[config.mk]
export PLATFORM = sky130hd
export DESIGN_NAME = fs_cfg_top
export DESIGN_NICKNAME = d
export VERILOG_FILES = /design/src/design/fs_bus_pkg.sv /design/src/design/fs_field_pkg.sv /design/src/design/fs_apb_decode.sv /design/src/design/fs_ovuv_cfg_regs.sv /design/src/design/fs_wd_cfg_regs.sv /design/src/design/fs_read_mux.sv /design/src/design/fs_cfg_top.sv
export SDC_FILE = /design/constraint.sdc
export NUM_CORES = 1
export LEC_CHECK = 0
export CORE_ASPECT_RATIO = 1.2
export CORE_MARGIN = 1.5
export CORE_UTILIZATION = 57
export DETAILED_ROUTE_END_ITERATION = 6
export DONT_BUFFER_PORTS = 1
export GPL_TIMING_DRIVEN = 0
export PLACE_DENSITY = 0.87
export RECOVER_POWER = 25
export SLEW_MARGIN = 20
export SYNTH_ARGS = -nofsm -noshare
export SYNTH_HDL_FRONTEND = slang
export SYNTH_SLANG_ARGS = --single-unit
[constraint.sdc]
create_clock -name clk -period 1.75 [get_ports clk]
set_input_delay 0.0875 -clock clk [delete_from_list [all_inputs] [get_ports clk]]
set_output_delay 0.0875 -clock clk [all_outputs]
set_load 0.1 [all_outputs]
[src/design/fs_bus_pkg.sv]
`default_nettype none

package fs_bus_pkg;

    localparam int ADDR_W = 32;
    localparam int DATA_W = 16;

    typedef logic [DATA_W-1:0] fs_data_t;

    // Full APB request as driven by the master.
    typedef struct packed {
        logic              psel;
        logic              penable;
        logic              pwrite;
        logic [ADDR_W-1:0] paddr;
        fs_data_t          pwdata;
    } apb_req_t;

    // Register map, word addresses.
    localparam logic [ADDR_W-1:0] ADDR_GRL_FLAGS   = 32'h0000_0040;
    localparam logic [ADDR_W-1:0] ADDR_OVUV_REACT1 = 32'h0000_0041;
    localparam logic [ADDR_W-1:0] ADDR_OVUV_REACT2 = 32'h0000_0043;
    localparam logic [ADDR_W-1:0] ADDR_WD_CFG      = 32'h0000_0045;
    localparam logic [ADDR_W-1:0] ADDR_WD_WINDOW   = 32'h0000_004D;
    localparam logic [ADDR_W-1:0] ADDR_WD_SEED     = 32'h0000_004F;
    localparam logic [ADDR_W-1:0] ADDR_WD_ANSWER   = 32'h0000_0050;
    localparam logic [ADDR_W-1:0] ADDR_OVUV_STATUS = 32'h0000_0051;

    // One select per mapped register.
    typedef enum logic [3:0] {
        REG_NONE,
        REG_GRL_FLAGS,
        REG_OVUV_REACT1,
        REG_OVUV_REACT2,
        REG_WD_CFG,
        REG_WD_WINDOW,
        REG_WD_SEED,
        REG_WD_ANSWER,
        REG_OVUV_STATUS
    } fs_reg_e;

endpackage

`default_nettype wire

[src/design/fs_field_pkg.sv]
`default_nettype none

package fs_field_pkg;

    import fs_bus_pkg::*;

    localparam int WD_ERR_CNT_W = 4;

    typedef logic [1:0] fs_impact_t; // Safety impact code.

    typedef struct packed {
        fs_impact_t vcoremon_ov_impact;
        fs_impact_t vcoremon_uv_impact;
        logic       rsvd_11;
        logic       vcoremon_abist2;
        logic       vddio_abist2;
        logic       vmon1_abist2;
        logic       vmon2_abist2;
        logic       vmon3_abist2;
        logic       vmon4_abist2;
        logic       rsvd_4;
        fs_impact_t vddio_ov_impact;
        fs_impact_t vddio_uv_impact;
    } ovuv_react1_t;

    typedef struct packed {
        fs_impact_t vmon4_ov_impact;
        fs_impact_t vmon4_uv_impact;
        fs_impact_t vmon3_ov_impact;
        fs_impact_t vmon3_uv_impact;
        fs_impact_t vmon2_ov_impact;
        fs_impact_t vmon2_uv_impact;
        fs_impact_t vmon1_ov_impact;
        fs_impact_t vmon1_uv_impact;
    } ovuv_react2_t;

    typedef struct packed {
        logic vcoremon_ov;
        logic vcoremon_uv;
        logic vddio_ov;
        logic vddio_uv;
        logic vmon4_ov;
        logic vmon4_uv;
        logic vmon3_ov;
        logic vmon3_uv;
        logic vmon2_ov;
        logic vmon2_uv;
        logic vmon1_ov;
        logic vmon1_uv;
        logic rsvd_3;
        logic dig_ref_ov;
        logic osc_drift;
        logic rsvd_0;
    } ovuv_status_t;

    typedef struct packed {
        logic [1:0]              err_limit;
        logic [1:0]              rsvd_13_12;
        logic [1:0]              rfr_limit;
        fs_impact_t              fs_impact;
        logic                    rsvd_7;
        logic [2:0]              rfr_cnt;
        logic [WD_ERR_CNT_W-1:0] err_cnt; // Read-only, from the watchdog.
    } wd_cfg_t;

    typedef struct packed {
        logic [4:0] period;
        logic [2:0] dc;
        logic [3:0] rsvd_7_4;
        logic [3:0] recovery;
    } wd_window_t;

    typedef struct packed {
        logic        com;
        logic        wd;
        logic        io;
        logic        reg_ovuv;
        logic [11:0] rsvd_11_0;
    } grl_flags_t;

    localparam fs_data_t RST_OVUV_REACT1 = 16'hC00C;
    localparam fs_data_t RST_OVUV_REACT2 = 16'hDDDD;
    localparam fs_data_t RST_WD_CFG      = 16'h4200; // err_cnt bits zero.
    localparam fs_data_t RST_WD_WINDOW   = 16'h1A0B;
    localparam fs_data_t RST_WD_SEED     = 16'h5AB2;
    localparam fs_data_t RST_WD_ANSWER   = 16'h0000;
    localparam fs_data_t RST_OVUV_STATUS = 16'h0000;

    // Writable bits; seed and answer take the whole word.
    localparam fs_data_t WMASK_OVUV_REACT1 = 16'hF7EF;
    localparam fs_data_t WMASK_OVUV_REACT2 = 16'hFFFF;
    localparam fs_data_t WMASK_WD_CFG      = 16'hCF70;
    localparam fs_data_t WMASK_WD_WINDOW   = 16'hFF0F;
    localparam fs_data_t WMASK_OVUV_STATUS = 16'hFFF6;

endpackage

`default_nettype wire

[src/design/fs_apb_decode.sv]
`timescale 1ns/1ps
`default_nettype none

module fs_apb_decode (
    input  fs_bus_pkg::apb_req_t apb,
    output fs_bus_pkg::fs_reg_e  sel,
    output logic                 wr_en
);

    import fs_bus_pkg::*;

    // Access phase of a write; no wait states.
    assign wr_en = apb.psel & apb.pwrite & apb.penable;

    // Full address compare, anything else is unmapped.
    always_comb begin
        case (apb.paddr)
            ADDR_GRL_FLAGS: begin
                sel = REG_GRL_FLAGS;
            end
            ADDR_OVUV_REACT1: begin
                sel = REG_OVUV_REACT1;
            end
            ADDR_OVUV_REACT2: begin
                sel = REG_OVUV_REACT2;
            end
            ADDR_WD_CFG: begin
                sel = REG_WD_CFG;
            end
            ADDR_WD_WINDOW: begin
                sel = REG_WD_WINDOW;
            end
            ADDR_WD_SEED: begin
                sel = REG_WD_SEED;
            end
            ADDR_WD_ANSWER: begin
                sel = REG_WD_ANSWER;
            end
            ADDR_OVUV_STATUS: begin
                sel = REG_OVUV_STATUS;
            end
            default: begin
                sel = REG_NONE;
            end
        endcase
    end

endmodule

`default_nettype wire

[src/design/fs_ovuv_cfg_regs.sv]
`timescale 1ns/1ps
`default_nettype none

module fs_ovuv_cfg_regs (
    input  logic                       clk,
    input  logic                       rst_n,
    input  fs_bus_pkg::fs_reg_e        sel,
    input  logic                       wr_en,
    input  fs_bus_pkg::fs_data_t       wdata,
    output fs_field_pkg::ovuv_react1_t react1,
    output fs_field_pkg::ovuv_react2_t react2,
    output fs_field_pkg::ovuv_status_t status
);

    import fs_bus_pkg::*;
    import fs_field_pkg::*;

    logic wr_react1;
    logic wr_react2;
    logic wr_status;

    assign wr_react1 = wr_en && (sel == REG_OVUV_REACT1);
    assign wr_react2 = wr_en && (sel == REG_OVUV_REACT2);
    assign wr_status = wr_en && (sel == REG_OVUV_STATUS);

    // Reserved bits drop out under the mask.
    always_ff @(posedge clk or negedge rst_n) begin
        if (!rst_n) begin
            react1 <= ovuv_react1_t'(RST_OVUV_REACT1);
        end else if (wr_react1) begin
            react1 <= ovuv_react1_t'(wdata & WMASK_OVUV_REACT1);
        end
    end

    always_ff @(posedge clk or negedge rst_n) begin
        if (!rst_n) begin
            react2 <= ovuv_react2_t'(RST_OVUV_REACT2);
        end else if (wr_react2) begin
            react2 <= ovuv_react2_t'(wdata & WMASK_OVUV_REACT2);
        end
    end

    // Status flags are set and cleared by software.
    always_ff @(posedge clk or negedge rst_n) begin
        if (!rst_n) begin
            status <= ovuv_status_t'(RST_OVUV_STATUS);
        end else if (wr_status) begin
            status <= ovuv_status_t'(wdata & WMASK_OVUV_STATUS);
        end
    end

endmodule

`default_nettype wire

[src/design/fs_wd_cfg_regs.sv]
`timescale 1ns/1ps
`default_nettype none

module fs_wd_cfg_regs (
    input  logic                     clk,
    input  logic                     rst_n,
    input  fs_bus_pkg::fs_reg_e      sel,
    input  logic                     wr_en,
    input  fs_bus_pkg::fs_data_t     wdata,
    output fs_field_pkg::wd_cfg_t    wd_cfg,
    output fs_field_pkg::wd_window_t wd_window,
    output fs_bus_pkg::fs_data_t     wd_seed,
    output fs_bus_pkg::fs_data_t     wd_answer
);

    import fs_bus_pkg::*;
    import fs_field_pkg::*;

    fs_data_t                           cfg_wdata;
    logic [DATA_W-1:WD_ERR_CNT_W]       cfg_q; // Upper bits only.

    assign cfg_wdata = wdata & WMASK_WD_CFG;

    always_ff @(posedge clk or negedge rst_n) begin
        if (!rst_n) begin
            cfg_q <= RST_WD_CFG[DATA_W-1:WD_ERR_CNT_W];
        end else if (wr_en && (sel == REG_WD_CFG)) begin
            cfg_q <= cfg_wdata[DATA_W-1:WD_ERR_CNT_W];
        end
    end

    // Error count is filled in on the read path.
    assign wd_cfg = wd_cfg_t'({cfg_q, {WD_ERR_CNT_W{1'b0}}});

    always_ff @(posedge clk or negedge rst_n) begin
        if (!rst_n) begin
            wd_window <= wd_window_t'(RST_WD_WINDOW);
        end else if (wr_en && (sel == REG_WD_WINDOW)) begin
            wd_window <= wd_window_t'(wdata & WMASK_WD_WINDOW);
        end
    end

    always_ff @(posedge clk or negedge rst_n) begin
        if (!rst_n) begin
            wd_seed   <= RST_WD_SEED;
            wd_answer <= RST_WD_ANSWER;
        end else begin
            if (wr_en && (sel == REG_WD_SEED)) begin
                wd_seed <= wdata;
            end
            if (wr_en && (sel == REG_WD_ANSWER)) begin
                wd_answer <= wdata;
            end
        end
    end

endmodule

`default_nettype wire

[src/design/fs_read_mux.sv]
`timescale 1ns/1ps
`default_nettype none

module fs_read_mux (
    input  fs_bus_pkg::fs_reg_e                   sel,
    input  fs_field_pkg::ovuv_react1_t            react1,
    input  fs_field_pkg::ovuv_react2_t            react2,
    input  fs_field_pkg::ovuv_status_t            status,
    input  fs_field_pkg::wd_cfg_t                 wd_cfg,
    input  fs_field_pkg::wd_window_t              wd_window,
    input  fs_bus_pkg::fs_data_t                  wd_seed,
    input  fs_bus_pkg::fs_data_t                  wd_answer,
    input  logic [fs_field_pkg::WD_ERR_CNT_W-1:0] wd_err_cnt,
    input  fs_field_pkg::grl_flags_t              grl_flags,
    output fs_bus_pkg::fs_data_t                  prdata
);

    import fs_bus_pkg::*;
    import fs_field_pkg::*;

    wd_cfg_t    wd_cfg_img;
    grl_flags_t grl_img;

    always_comb begin
        wd_cfg_img         = wd_cfg;
        wd_cfg_img.err_cnt = wd_err_cnt; // Live count from the watchdog.
    end

    // Only the four group flags show; the low bits read zero.
    always_comb begin
        grl_img          = '0;
        grl_img.com      = grl_flags.com;
        grl_img.wd       = grl_flags.wd;
        grl_img.io       = grl_flags.io;
        grl_img.reg_ovuv = grl_flags.reg_ovuv;
    end

    always_comb begin
        case (sel)
            REG_GRL_FLAGS:   prdata = fs_data_t'(grl_img);
            REG_OVUV_REACT1: prdata = fs_data_t'(react1);
            REG_OVUV_REACT2: prdata = fs_data_t'(react2);
            REG_WD_CFG:      prdata = fs_data_t'(wd_cfg_img);
            REG_WD_WINDOW:   prdata = fs_data_t'(wd_window);
            REG_WD_SEED:     prdata = wd_seed;
            REG_WD_ANSWER:   prdata = wd_answer;
            REG_OVUV_STATUS: prdata = fs_data_t'(status);
            default:         prdata = '0;
        endcase
    end

endmodule

`default_nettype wire

[src/design/fs_cfg_top.sv]
`timescale 1ns/1ps
`default_nettype none

module fs_cfg_top (
    input  logic                                  clk,
    input  logic                                  rst_n,
    input  fs_bus_pkg::apb_req_t                  apb,
    output fs_bus_pkg::fs_data_t                  prdata,
    input  fs_field_pkg::grl_flags_t              grl_flags,
    input  logic [fs_field_pkg::WD_ERR_CNT_W-1:0] wd_err_cnt,
    output fs_field_pkg::ovuv_react1_t            react1,
    output fs_field_pkg::ovuv_react2_t            react2,
    output fs_field_pkg::ovuv_status_t            status,
    output fs_field_pkg::wd_cfg_t                 wd_cfg,
    output fs_field_pkg::wd_window_t              wd_window,
    output fs_bus_pkg::fs_data_t                  wd_seed,
    output fs_bus_pkg::fs_data_t                  wd_answer
);

    import fs_bus_pkg::*;

    fs_reg_e sel;
    logic    wr_en;

    fs_apb_decode u_decode (
        .apb   (apb),
        .sel   (sel),
        .wr_en (wr_en)
    );

    fs_ovuv_cfg_regs u_ovuv_regs (
        .clk    (clk),
        .rst_n  (rst_n),
        .sel    (sel),
        .wr_en  (wr_en),
        .wdata  (apb.pwdata),
        .react1 (react1),
        .react2 (react2),
        .status (status)
    );

    fs_wd_cfg_regs u_wd_regs (
        .clk       (clk),
        .rst_n     (rst_n),
        .sel       (sel),
        .wr_en     (wr_en),
        .wdata     (apb.pwdata),
        .wd_cfg    (wd_cfg),
        .wd_window (wd_window),
        .wd_seed   (wd_seed),
        .wd_answer (wd_answer)
    );

    // Read data follows paddr, psel not required.
    fs_read_mux u_read_mux (
        .sel        (sel),
        .react1     (react1),
        .react2     (react2),
        .status     (status),
        .wd_cfg     (wd_cfg),
        .wd_window  (wd_window),
        .wd_seed    (wd_seed),
        .wd_answer  (wd_answer),
        .wd_err_cnt (wd_err_cnt),
        .grl_flags  (grl_flags),
        .prdata     (prdata)
    );

endmodule

`default_nettype wire

==> impl_metrics.csv <==
group,metric,value,unit
global_route,grt_pass1_wl,24380,um
cells_and_area,antenna-diode-count,0,
logic_synthesis,synth_ff_type,"dfrtp_1",
run,maxCapViolations,0,
setup_path,crit_path_end_kind,"output port",
floorplanning,num_rows,37,
clock_tree,cts_root_buffer,"clkbuf_8",
place,gp_congestion,0.9322,
global_route,grt_start_max_net_pins,98,
sta,hold_violations,97,
logic_synthesis,synth_cell_types,61,
sta,fin_crit_sh,129.9,%
sta,slew_viol_final,0,
routing,drt_iter0_markers,355,
floorplanning,die_x,88.68,um
setup_path,cp_slowest_cell,"dfstp_4",
setup_path,crit_family,"flip-flops",
power_and_ir_drop,switching_power,1092,uW
routing,dr.pass1.iters,5,
setup_path,critPathRequiredTime,1.66,ns
clock_tree,htree_levels,3,
global_route,grt_pass1_vias,4123,
cells_and_area,fin_nets,554,
sta,final.setup.worst_slack,-0.5230,ns
place,io_buffers,0,
sta,skew,0,ns
place,hpwlAfterDp,10500,um
min_path,hold_class,"primary input to async pin",
logic_synthesis,synthCells,400,
clock_tree,cts_buffer_depth,2,
logic_synthesis,synth_edf_count,0,
power_and_ir_drop,leakagePower,0.002998,uW
global_route,antenna_found_initial,0,
routing,ant_nets,0,
sta,worstMarginPinSlew,0.9775,ns
clock_tree,cts_hold_buf,16,
clock_tree,cts_sinks,97,
floorplanning,die_h,105.8,um
floorplanning,ios,201,
cells_and_area,drive_above_1_share,72.84,%
setup_path,crit_chain,"a222oi_1 -> nor2_1 -> a221oi_2 -> o22ai_4",
routing,viasPerCell,6.750,
floorplanning,initial_utilization,58.63,%
setup_path,path_max_fanout,3,
routing,vias,4070,
setup_path,critPathBufInv,0,
run_status,status,"finished with violations",
setup_path,cpPeakStageDelay,0.81,ns
global_route,track_usage,35.91,%
clock_tree,cts.clk_slew.worst_paths,0.09,ns
sta,min_period,2.273,ns
routing,wire_per_inst,28.50,um
power_and_ir_drop,power.density,618.7,mW/mm2
clock_tree,clk_latency,0.37,ns
cells_and_area,utilization,80.64,%
floorplanning,die_area,0.009384,mm2
power_and_ir_drop,vdd_drop_max,0.5123,mV
run_status,violations,"negative hold slack, negative setup slack",
power_and_ir_drop,switching_share,25.54,%
setup_path,crit_cells,4,
power_and_ir_drop,pwr-share-clk,38.1,%
cells_and_area,fin_cells,603,
clock_tree,cts_buffers,9,
setup_path,r2r_cells,1,
sta,slew_headroom,34.83,%
setup_path,start_kind,"flip-flop",
logic_synthesis,async_flop_share,100.0,%
routing,drcViolationCount,0,
logic_synthesis,syn_area_per_cell,12.55,um2
cells_and_area,area_growth,37.55,%
power_and_ir_drop,pwr-share-seq,52.4,%
global_route,grt_remaining_overflow,0,
logic_synthesis,yosysWarningCount,0,
sta,final-setup-viol-count,16,
power_and_ir_drop,p_comb_share,9.5,%
logic_synthesis,syn_area,0.005021,mm2
routing,wl,17180,um
sta,max_freq,0.4400,GHz
logic_synthesis,seq_area_frac_synth,49.14,%
logic_synthesis,ys_ff_latch,97,
sta,rsz0062_at_grt,"true",
floorplanning,core-area,0.008564,mm2
setup_path,worstPathArrival,2.19,ns
clock_tree,cts_tree,"done",
place,dp.cells,532,
sta,hold_slack,-0.6056,ns
setup_path,crit_type,"flip-flop to output port",
setup_path,rrSetupSlack,0.39,ns
power_and_ir_drop,intPower,3182,uW
[cell usage in the layout (no fill, tap or decap), drive strengths merged, types with 5 or more instances in the layout]
| cell type | netlist | layout |
|---|---|---|
| a22oi | 10 | 10 |
| a21oi | 8 | 8 |
| clkbuf | 6 | 17 |
| dlygate4sd3 | 0 | 16 |
| mux2i | 8 | 8 |
| mux2 | 103 | 103 |
| buf | 32 | 71 |
| o21ai | 8 | 8 |
| dfrtp | 65 | 65 |
| nand3 | 13 | 13 |
| a221oi | 5 | 5 |
| inv | 3 | 5 |
| nor2 | 15 | 15 |
| a32oi | 5 | 5 |
| nand2 | 23 | 23 |
| conb | 1 | 15 |
| nor4 | 9 | 9 |
| dfstp | 32 | 32 |
[sequential cells by signal, summed over array words and instances (netlist names)]
| register | count |
|---|---|
| u_ovuv_regs.status | 14 |
| u_wd_regs.cfg_q | 9 |
| u_ovuv_regs.react1 | 14 |
| u_ovuv_regs.react2 | 16 |
| u_wd_regs.wd_seed | 16 |
| u_wd_regs.wd_window | 12 |
| u_wd_regs.wd_answer | 16 |
[cell families after synthesis]
family                 synth area share (%)
muxes                                 25.59
DFF                                   49.14
and+or+nand+nor                       10.22
AOI/OAI and AO/OA                     9.794
buffers and inverters                 5.183
other                               0.07469
[stage by stage]
step / hold WS [ns] / power (uW) / area [um2] / setup slack, ns / setup TNS (ns)
after floorplan: -0.2081 / 2547 / 5453 / -0.5747 / -11.41
after global placement: -0.2064 / 2574 / 5599 / -1.010 / -46.63
after detailed placement: -0.2063 / 2575 / 5614 / -0.7860 / -47.48
after CTS: -0.6067 / 4233 / 6613 / -0.4942 / -6.686
after global routing: -0.6255 / 4378 / 6907 / -0.5685 / -7.612
final: -0.6056 / 4273 / 6907 / -0.5230 / -7.053
[per-layer routing]
layer,GRT usage (%),vias up,share of wire (%)
li1,-,1640,-
met1,43.40,2080,35
met2,58.12,283,51
met3,10.10,67,9.9
met4,17.41,0,4.3
met5,0,-,0
[synthesized netlist by cell type (2+ instances only)]
master / instances / area share (%)
o22ai_1: 3 / 0.37
clkbuf_1: 6 / 0.45
buf_4: 17 / 2.5
and2_1: 2 / 0.25
a221oi_1: 5 / 0.87
a32oi_1: 5 / 0.87
nor3_1: 4 / 0.40
o221ai_1: 4 / 0.70
buf_2: 10 / 1.0
mux2_1: 2 / 0.45
mux2i_1: 8 / 1.6
o21ai_0: 8 / 0.80
buf_6: 4 / 0.90
o2bb2ai_1: 3 / 0.52
a221o_1: 3 / 0.60
mux2_2: 89 / 20
inv_1: 3 / 0.22
or2_1: 2 / 0.25
nor4_1: 8 / 1.0
or3_1: 2 / 0.25
nand2_1: 23 / 1.7
nor2_1: 13 / 0.97
mux2_4: 12 / 3.6
nand3_1: 12 / 1.2
dfstp_2: 32 / 17
a21oi_1: 8 / 0.80
dfrtp_1: 65 / 32
nand4_1: 3 / 0.37
a22o_1: 3 / 0.52
a22oi_1: 10 / 1.5
[area by class of cell]
cell class                 count  area (um2)
multi-input combinational    276        2937
fill                         481        1658
inverter                       3       11.26
clock inverter                 6       90.09
timing repair buffer          57       596.8
sequential                    97        2603
buffer                        37       395.4
tap                          117       146.4
clock buffer                  10       127.6
[worst paths after layout]
kind                                         from                     end
max reg2reg                u_wd_regs.wd_answer[7]  u_wd_regs.wd_answer[7]
min                                         rst_n  u_wd_regs.wd_answer[3]
max in group asynchronous                   rst_n  u_ovuv_regs.react2[10]
min in group clk                          apb[23]   u_ovuv_regs.status[5]
min reg2reg                  u_wd_regs.wd_seed[5]    u_wd_regs.wd_seed[5]
max                        u_wd_regs.wd_window[1]               prdata[1]
[power groups by stage]
stage | combinational, uW | sequential (uW) | clock [uW]
2_1_floorplan | 262 | 2290 | 0
3_3_place_gp | 289 | 2280 | 0
3_5_place_dp | 290 | 2290 | 0
4_1_cts | 376 | 2240 | 1620
5_1_grt | 418 | 2240 | 1720
6_report | 404 | 2240 | 1630
[timing repair]
action,CTS,global route
endpoints found under the hold margin,194,97
buffers inserted,22,13
setup endpoints to repair,65,70
pin swaps,29,21
gates resized for setup,123,42
cloned,3,2
(Power assumes the default switching activity.)
